--- config.mk ---
export PLATFORM = sky130hd
export DESIGN_NAME = izhikevichStep
export DESIGN_NICKNAME = d
export VERILOG_FILES = /design/src/izhPkg.sv /design/src/stageTimeline.sv /design/src/membraneUpdate.sv /design/src/recoveryUpdate.sv /design/src/spikeReset.sv /design/src/izhikevichStep.sv
export VERILOG_INCLUDE_DIRS = /design/src /design/src/src
export SDC_FILE = /design/constraint.sdc
export NUM_CORES = 2
export LEC_CHECK = 0
export ABC_AREA = 1
export BUFFER_PORTS_ARGS = -buffer_cell sky130_fd_sc_hd__buf_4
export CAP_MARGIN = 5
export CORE_ASPECT_RATIO = 0.8
export CORE_MARGIN = 8
export CORE_UTILIZATION = 60
export DETAILED_ROUTE_END_ITERATION = 12
export HOLD_SLACK_MARGIN = 0.15
export PLACE_DENSITY_LB_ADDON = 0.12
export REMOVE_ABC_BUFFERS = 1
export SYNTH_ARGS = -nofsm -noshare
export SYNTH_HDL_FRONTEND = slang
export SYNTH_SLANG_ARGS = --single-unit
--- constraint.sdc ---
create_clock -name clk -period 17.4 [get_ports clk]
set_clock_uncertainty 0.15 [all_clocks]
set_input_delay 0.87 -clock clk [delete_from_list [all_inputs] [get_ports clk]]
set_output_delay 0.87 -clock clk [all_outputs]
set_load 0.01 [all_outputs]
--- src/izh_params.svh ---
`ifndef IZH_PARAMS_SVH
`define IZH_PARAMS_SVH

// datapath geometry
// every neuron value is signed Q16.16
`define IZH_WIDTH      32
`define IZH_FRAC_BITS  16

// stage strobes, go through the spike/reset output stage
`define IZH_STAGES     4

// membrane equation constants, all in Q16.16
// 0.04 * 65536 = 2621.44, rounded down
`define IZH_K_0P04     (32'sd2621)
`define IZH_K_5        (32'sd327680)
`define IZH_K_140      (32'sd9175040)

// recovery equation constants
// a = 0.02, 1310.72 rounded up
`define IZH_K_A        (32'sd1311)
// b = 0.2, 13107.2 rounded down
`define IZH_K_B        (32'sd13107)

// after-spike reset values
// c = -65 mV
`define IZH_K_C        (-32'sd4259840)
// d = 2, added to the incoming u
`define IZH_K_D        (32'sd131072)

// spike threshold, 30 mV
`define IZH_V_PEAK     (32'sd1966080)

`endif

--- src/izhPkg.sv ---
`default_nettype none

`include "izh_params.svh"

package izhPkg;

  // membrane potential, recovery and current all share this format
  typedef logic signed [`IZH_WIDTH-1:0] neuronVal;

  // untruncated product of two neuron values
  typedef logic signed [2*`IZH_WIDTH-1:0] wideProduct;

  // one load strobe per pipeline stage
  typedef logic [`IZH_STAGES-1:0] stageMask;

  // Q16.16 multiply
  // both operands get sign extended to the product width first,
  // the arithmetic shift floors toward minus infinity
  function automatic neuronVal qMul(input neuronVal a, input neuronVal b);
    wideProduct full;
    full = a * b;
    full = full >>> `IZH_FRAC_BITS;
    // keep low word, wraps like every other add in the datapath
    return neuronVal'(full[`IZH_WIDTH-1:0]);
  endfunction

endpackage

`default_nettype wire

--- src/stageTimeline.sv ---
`default_nettype none

`include "izh_params.svh"

module stageTimeline (
  input  logic             clk,
  input  logic             reset,
  input  logic             go,
  output izhPkg::stageMask stageEn,
  output logic             ready
);

  // goDelay[k] is go seen k cycles ago
  // bit 0 is not stored, it is the live go input
  logic [`IZH_STAGES:1] goDelay;

  // plain shift register, one bit per stage
  // several neurons can be in flight, so no counter here
  always_ff @(posedge clk) begin
    if (reset) begin
      goDelay <= '0;
    end else begin
      // shift up, new go enters at the bottom
      goDelay <= {goDelay[`IZH_STAGES-1:1], go};
    end
  end

  // stage 1 loads straight on go
  // later stages load on its delayed copies
  assign stageEn = {goDelay[`IZH_STAGES-1:1], go};

  // result registers loaded one edge earlier, so ready lines up with them
  assign ready = goDelay[`IZH_STAGES];

endmodule

`default_nettype wire

--- src/membraneUpdate.sv ---
`default_nettype none

`include "izh_params.svh"

module membraneUpdate (
  input  logic             clk,
  input  logic             reset,
  input  izhPkg::stageMask stageEn,
  input  izhPkg::neuronVal vIn,
  input  izhPkg::neuronVal uIn,
  input  izhPkg::neuronVal iIn,
  output izhPkg::neuronVal vNext
);

  import izhPkg::*;

  // vNext = 0.04*v^2 + 5*v + 140 - u + i
  // split so each stage has at most one multiply on its path

  // stage 1 results
  neuronVal vSquare;
  neuronVal vTimes5;
  // 140 - u + i, the part that does not depend on v
  neuronVal driveTerm;

  // stage 2 results
  neuronVal quadTerm;
  neuronVal linearSum;

  // stage 1, loads with go from the top-level inputs
  always_ff @(posedge clk) begin
    if (reset) begin
      vSquare   <= '0;
      vTimes5   <= '0;
      driveTerm <= '0;
    end else if (stageEn[0]) begin
      vSquare   <= qMul(vIn, vIn);
      // exact, 5.0 has no fraction bits to lose
      vTimes5   <= qMul(vIn, `IZH_K_5);
      driveTerm <= `IZH_K_140 - uIn + iIn;
    end
  end

  // stage 2
  // scale the square, fold the linear part into the drive
  always_ff @(posedge clk) begin
    if (reset) begin
      quadTerm  <= '0;
      linearSum <= '0;
    end else if (stageEn[1]) begin
      // 0.04 is inexact in Q16.16, truncation happens here
      quadTerm  <= qMul(vSquare, `IZH_K_0P04);
      linearSum <= vTimes5 + driveTerm;
    end
  end

  // stage 3, final add
  // holds until the next neuron reaches this stage
  always_ff @(posedge clk) begin
    if (reset) begin
      vNext <= '0;
    end else if (stageEn[2]) begin
      vNext <= quadTerm + linearSum;
    end
  end

endmodule

`default_nettype wire

--- src/recoveryUpdate.sv ---
`default_nettype none

`include "izh_params.svh"

module recoveryUpdate (
  input  logic             clk,
  input  logic             reset,
  input  izhPkg::stageMask stageEn,
  input  izhPkg::neuronVal vIn,
  input  izhPkg::neuronVal uIn,
  output izhPkg::neuronVal uNext,
  output izhPkg::neuronVal uSpike
);

  import izhPkg::*;

  // uNext  = u + a*(b*v - u)
  // uSpike = u + d, used by spikeReset when the neuron fires
  // both are built from the u presented with go

  // stage 1
  neuronVal bTimesV;
  neuronVal uStage1;
  neuronVal uPlusD1;

  // stage 2
  neuronVal bvMinusU;
  neuronVal uStage2;
  neuronVal uPlusD2;

  // stage 1, capture inputs and start b*v
  always_ff @(posedge clk) begin
    if (reset) begin
      bTimesV <= '0;
      uStage1 <= '0;
      uPlusD1 <= '0;
    end else if (stageEn[0]) begin
      bTimesV <= qMul(vIn, `IZH_K_B);
      uStage1 <= uIn;
      // d path is ready early and just rides along
      uPlusD1 <= uIn + `IZH_K_D;
    end
  end

  // stage 2, difference term
  // u and u + d are carried forward with it
  always_ff @(posedge clk) begin
    if (reset) begin
      bvMinusU <= '0;
      uStage2  <= '0;
      uPlusD2  <= '0;
    end else if (stageEn[1]) begin
      bvMinusU <= bTimesV - uStage1;
      uStage2  <= uStage1;
      uPlusD2  <= uPlusD1;
    end
  end

  // stage 3
  // scale by a and add the original u back
  always_ff @(posedge clk) begin
    if (reset) begin
      uNext  <= '0;
      uSpike <= '0;
    end else if (stageEn[2]) begin
      uNext  <= uStage2 + qMul(`IZH_K_A, bvMinusU);
      uSpike <= uPlusD2;
    end
  end

endmodule

`default_nettype wire

--- src/spikeReset.sv ---
`default_nettype none

`include "izh_params.svh"

module spikeReset (
  input  logic             clk,
  input  logic             reset,
  input  logic             load,
  input  izhPkg::neuronVal vNext,
  input  izhPkg::neuronVal uNext,
  input  izhPkg::neuronVal uSpike,
  output izhPkg::neuronVal vOut,
  output izhPkg::neuronVal uOut,
  output logic             spike
);

  import izhPkg::*;

  // threshold test on the freshly computed potential
  // signed compare, both sides are neuronVal
  logic aboveThreshold;

  assign aboveThreshold = (vNext >= neuronVal'(`IZH_V_PEAK));

  // output registers
  // they keep the last result until the next load
  always_ff @(posedge clk) begin
    if (reset) begin
      vOut  <= '0;
      uOut  <= '0;
      spike <= 1'b0;
    end else if (load) begin
      if (aboveThreshold) begin
        // fired, reset to c and bump recovery by d
        vOut  <= neuronVal'(`IZH_K_C);
        uOut  <= uSpike;
        spike <= 1'b1;
      end else begin
        // no spike, pass the Euler step through
        vOut  <= vNext;
        uOut  <= uNext;
        spike <= 1'b0;
      end
    end
  end

endmodule

`default_nettype wire

--- src/izhikevichStep.sv ---
`default_nettype none

`include "izh_params.svh"

module izhikevichStep (
  input  logic             clk,
  input  logic             reset,
  input  logic             go,
  input  izhPkg::neuronVal vIn,
  input  izhPkg::neuronVal uIn,
  input  izhPkg::neuronVal iIn,
  output izhPkg::neuronVal vOut,
  output izhPkg::neuronVal uOut,
  output logic             spike,
  output logic             ready
);

  import izhPkg::*;

  // per-stage load strobes from the timeline
  stageMask stageEn;

  // stage 3 results handed to the output stage
  neuronVal vNext;
  neuronVal uNext;
  neuronVal uSpike;

  // control, go delayed once per stage
  stageTimeline i_stageTimeline (
    .clk     (clk),
    .reset   (reset),
    .go      (go),
    .stageEn (stageEn),
    .ready   (ready)
  );

  // potential path, stages 1..3
  membraneUpdate i_membraneUpdate (
    .clk     (clk),
    .reset   (reset),
    .stageEn (stageEn),
    .vIn     (vIn),
    .uIn     (uIn),
    .iIn     (iIn),
    .vNext   (vNext)
  );

  // recovery path runs alongside, same strobes
  recoveryUpdate i_recoveryUpdate (
    .clk     (clk),
    .reset   (reset),
    .stageEn (stageEn),
    .vIn     (vIn),
    .uIn     (uIn),
    .uNext   (uNext),
    .uSpike  (uSpike)
  );

  // stage 4, threshold and final registers
  spikeReset i_spikeReset (
    .clk    (clk),
    .reset  (reset),
    .load   (stageEn[`IZH_STAGES-1]),
    .vNext  (vNext),
    .uNext  (uNext),
    .uSpike (uSpike),
    .vOut   (vOut),
    .uOut   (uOut),
    .spike  (spike)
  );

endmodule

`default_nettype wire

# --- After elaboration in Yosys (flattened, before gate mapping) ---
# Cells that the tools add are included.
word_totals:
  regBits: 517
  latch_bits: 0
  ram_bits: 0
  romBits: 0
  inputBits: 99
  out_inout_bits: 66
  word_cells: 34
  n_memories: 0
op_classes:
  n_addsub: 7
  mul: 5
  div: 0
  n_lt_le_gt_ge: 1
  n_eq_ne: 0
  shifts: 0
  muxes: 3
  bitwise_logic: 0
  reduce_logical: 0
ops:
  columns: ["cell", "n"]
  rows:
  - ["32-bit adder", 4]
  - ["32-bit two-way mux", 2]
  - ["32-bit by 32-bit multiplier with 48-bit output", 1]
  - ["32-bit by 15-bit multiplier with 47-bit output, second input constant", 1]
  - ["32-bit by 13-bit multiplier with 45-bit output, second input constant", 1]
  - ["12-bit by 32-bit multiplier with 44-bit output, first input constant", 1]
  - ["32-bit by 19-bit adder with 32-bit output, second input constant", 1]
  - ["32-bit by 22-bit >= comparator with 1-bit output, second input constant", 1]
  - ["32-bit by 4-bit multiplier with 32-bit output, second input constant", 1]
  - ["25-bit by 32-bit subtractor with 32-bit output, first input constant", 1]
  - ["32-bit subtractor", 1]
  - ["1-bit two-way mux", 1]

# --- Longest topological paths before layout ---
depth:
  depth_word: 2
  mapped_depth: 38
  depth_no_buf: 38

# --- By module ---
# A second synthesis with hierarchy kept.
unflattened:
  hier_cells: 10644
  hier_area_um2: 80821.3
modules_own_cells:
  columns: ["module", "instances", "cells_per_inst", "area_per_inst_um2", "seq_area_each_um2"]
  rows:
  - ["membraneUpdate", 1, 6567, 49941.6, 3783.6]
  - ["recoveryUpdate", 1, 3628, 27868.0, 4424.2]
  - ["spikeReset", 1, 436, 2894.0, 1301.2]
  - ["stageTimeline", 1, 13, 117.6, 80.1]

# --- Least setup slack after synthesis ---
# Ideal clock, no wire load.
synth_timing:
  kind: "input to register"
  startpoint: "input vIn[31]"
  endpoint: "register i_membraneUpdate.vSquare[31]"
  setup_time_ns: 0.109
  arrival_time_ns: 7.249
  required_time_ns: 17.141
  setup_slack_ns: 9.892
  path_stages: 27
  path_cell_list: "buf_2 -> buf_2 -> clkbuf_1 -> nand2_1 -> inv_1 -> fa_1 -> fa_1 -> fa_1 -> inv_1 -> fa_1 -> inv_1 -> fa_1 -> inv_1 -> fa_1 -> inv_1 -> fa_1 -> fa_1 -> ha_1 -> nand2_1 -> nor3_1 -> nand2_1 -> nor4_2 -> a21oi_1 -> nand3_1 -> nand3_1 -> nand2_1 -> inv_1"
synth_via:
  elab_chain_cells: 1
synth_lines:
  columns: ["item", "line", "rtl"]
  rows:
  - ["start, declared", "izhikevichStep.sv:9", "input izhPkg::neuronVal vIn,"]
  - ["32-bit by 32-bit multiplier with 48-bit output", "izhPkg.sv:21", "full = a * b;"]
  - ["end signal, assigned", "membraneUpdate.sv:37", "vSquare <= qMul(vIn, vIn);"]
  - ["end, declared", "membraneUpdate.sv:21", "neuronVal vSquare;"]
# No other way between the ends.
# A chain may end at the register's enable or synchronous reset.

# --- Worst setup path after layout ---
layout_timing:
  startpoint: "input vIn[31]"
  endpoint: "register i_membraneUpdate.vSquare[29]"
# Same word-level chain as after synthesis.

==> results.md <==
CTS:
- The number of H-tree branching levels is 2.
- The total clock buffers created by CTS is 49.
- Buffers added to address setup during post-CTS repair amount to 0.
- The worst-case clock buffer depth is 3.
- TritonCTS built the clock tree.
- Counting every sink on the clock net gives 479.
- The later pin in the worst-skew pair is clocked with a latency of 0.67 ns.
- In this run the clock root is driven by a clkbuf_16.
- The number of hold buffers added after cts is 0.
- Clock-pin slew was measured on the worst setup and hold paths at 0.07 ns.
- The total of cells resized after clock tree synthesis is 0.

STA:
- In this run the tightest slew margin relative to its limit is 22.02%.
- At the pin with the least slew margin, the transition time is 1.170 ns.
- Static timing analysis puts the maximum clock frequency at 125.3 MHz.
- The final count of pins violating max slew is 0.
- Setup repair after global routing left no endpoint under its margin.
- The smallest clock period supported by the final layout is computed as 7.981 ns.
- Setup total negative slack on the finished layout was measured at 0 ns.
- The final critical-path share of the clock period is 45.87%.
- The number of setup violations in the final report is 0.
- The count of endpoints failing hold in the final timing report came to 0.

Layout:
- In the layout the commonest cells are 2,852 x inv_1, 1,512 x nand2_1, 1,256 x fa_1.
- In the final layout, the share of cells above drive strength 1 is 4.007%.
- Leaving out fill and tap cells, the most frequent cell in the layout is inv_1.
- The filler cell count in the final layout is 11,881.
- The multi-input combinational cells in the finished layout cover a total of 0.05951 mm^2.
- The total number of nets in the final design is 12,778.
- In the final layout, flip-flops and latches occupy 0.009597 mm^2.
- The area overhead of the layout relative to synthesis is 5.081%.

Global routing:
- The number of antenna violations at the first check in global routing was 4.
- The remaining global-route overflow is 0.
- The via count of the first global-routing pass is 69,771.
- The global-route wire length before repair is 395,400 um.
- The pin count of the biggest net entering global routing is 114.
- The global router's overall resource usage is 34.44%.

Yosys:
- The post-synthesis average cell area is 7.641 um^2.
- Counting flops and latches in the post-synthesis netlist gives 479.
- The count of distinct cell types in the synthesized netlist is 71.
- The post-synthesis cell count is 10,594.
- The warning count from the yosys run is 0.
- The proportion of synthesized chip area in sequential cells is 11.85%.
- Yosys mapped a number of flops with a built-in enable equal to 0.
- The post-synthesis instance area is 0.08095 mm^2.
- The most used flip-flop cell after synthesis is dfxtp_1.
- The share of flip-flops with an asynchronous set or reset after synthesis is 0%.

Placed design:
- Port buffering added 164 buffers.
- After legalization and detailed placement, the total HPWL measured 211,000 um.
- The congestion estimate from routability-driven global placement came to 1.035.

Run:
- Max-cap violations in this run came to 0.

Floorplanning:
- The overall die height is 344.5 um.
- In this run the count of I/O pins placed on the die edge is 165.
- The core region is 0.1339 mm^2.
- The number of cell rows is 120.
- The floorplan step set the die width to 426.7 um.
- The die outline area is 0.1470 mm^2.
- The effective utilization at floorplan is 60.44%.

Route:
- The via total after detailed routing is 68,654.
- Dividing the detail-routed wire length by the instance count gives 20.42 um.
- The number of antenna-violating nets in the routed design is 0.
- After detailed routing, the number of remaining DRC violations is 0.
- Using the TritonRoute via totals, the vias-per-cell ratio works out to 5.547.
- The number of optimization iterations in the first detailed-route pass is 6.
- In this run, the number of DRC markers left after iteration 0 of detailed routing was 6,920.
- The detailed-route wire length is 252,700 um.

Critical path:
- The most numerous cell type found on the critical path is fa_1.
- The critical path launch point type is an input pin.
- The type of the worst setup path is in -> reg.
- For the worst setup path, the data required time is 17.79 ns.
- On the worst path, the slowest cell contributes a delay of 0.67 ns.
- The critical path arrival is 8.37 ns.
- Traced cell by cell, the critical path runs through buf_4, nand2_1, inv_1, fa_1, fa_1, fa_1, inv_1, fa_1, inv_1, fa_1, fa_1, fa_1, fa_1, ha_1, a21oi_1, o21ai_0, a21oi_1, o21ai_0, nor2_1, nand3_1, nand2_1, nand2_1, o21ai_1, inv_1.
- The type of element capturing the critical path is a flop.
- Among all stages on the critical path, the largest delay is contributed by fa_1.
- The buffers plus inverters on the worst setup path is 5.
- The maximum net fanout on the critical path is 50.
- The top cell family by delay on the critical path is adder cells.

Min path:
- In this run the worst hold path is classified as in -> reg.

Status:
- The flow ran to the end, and the final reports show no timing, DRC or antenna violations.
[routing by layer]
layer	global-route usage [%]	vias to the layer above	wire length, um
met1	49.97	33203	111800
li1	-	32133	-
met5	0	-	0
met3	6.044	456	23190
met2	52.61	2862	108100
met4	10.82	0	9568
[synthesized netlist by cell type (all sizes together), types with 51 or more instances]
master,count,share of area (%)
nor2,951,4.5
o211ai,60,0.58
nand4,63,0.49
nor3,63,0.43
a21o,51,0.47
nand3,330,2.1
a21oi,664,4.2
clkbuf,186,0.90
xor2,140,1.5
nand2,1542,7.2
dfxtp,479,12
o21bai,58,0.57
o21ai,643,4.0
fa,1256,31
buf,69,0.40
xnor2,87,0.95
ha,853,13
inv,2871,13
[stage by stage]
step | util [%] | std cells | cell area [um^2] | hold slack, ns | setup WS (ns)
after floorplan | - | 10339 | 79890 | 0.2765 | 10.47
after global placement | 62.33 | 12288 | 83480 | 0.2935 | 8.916
after detailed placement | 62.33 | 12288 | 83480 | 0.2980 | 8.965
after CTS | 63.51 | 12375 | 85060 | 0.2524 | 9.621
after global routing | 63.51 | 12375 | 85060 | 0.2720 | 9.135
final | 63.51 | 12376 | 85060 | 0.2812 | 9.419
[path summary, 6_finish.rpt]
path                                  from                           end  slack [ns]  cells past startpoint
max                                vIn[31]  i_membraneUpdate.vSquare[29]        9.42                     24
max reg2reg  i_recoveryUpdate.bvMinusU[30]    i_recoveryUpdate.uNext[31]        9.81                     32
min reg2reg           i_spikeReset.vOut[2]          i_spikeReset.vOut[2]        0.31                      2
min                                uIn[21]  i_recoveryUpdate.uPlusD1[21]        0.28                      2
[worst register-to-register path: cells and delay by family, from the launching register on]
kind                       cells  cell delay, ns
AOI/OAI and AO/OA              3            0.91
xor gates and xnor gates       1            0.20
adders and majority gates      7            3.07
buffers and inverters          7            0.55
DFF                            1            0.61
and+or+nand+nor               14            1.97
[kinds of logic (layout without fill, tap and decap cells)]
family	after synthesis	count (layout)	synth area share (%)
buffers and inverters	3129	3141	14.63
adders and majority gates	2109	2109	44.25
AOI/OAI and AO/OA	1628	1628	11.31
DFF	479	479	11.85
other	0	1	0
xor gates and xnor gates	227	227	2.465
and+or+nand+nor	3022	3022	15.50
[cell type report]
type | count | share of cell area (%)
diodes | 1 | 0.002942
clock inverters | 20 | 0.2486
multi-input cells | 6986 | 69.96
well taps | 1769 | 2.602
clock buffers | 67 | 1.603
repair buffers | 180 | 1.602
flip-flops and latches | 479 | 11.28
inverters | 2874 | 12.69
Power is not shown: default switching activity piles up to over one toggle a cycle in this logic, so the estimate is an artifact.
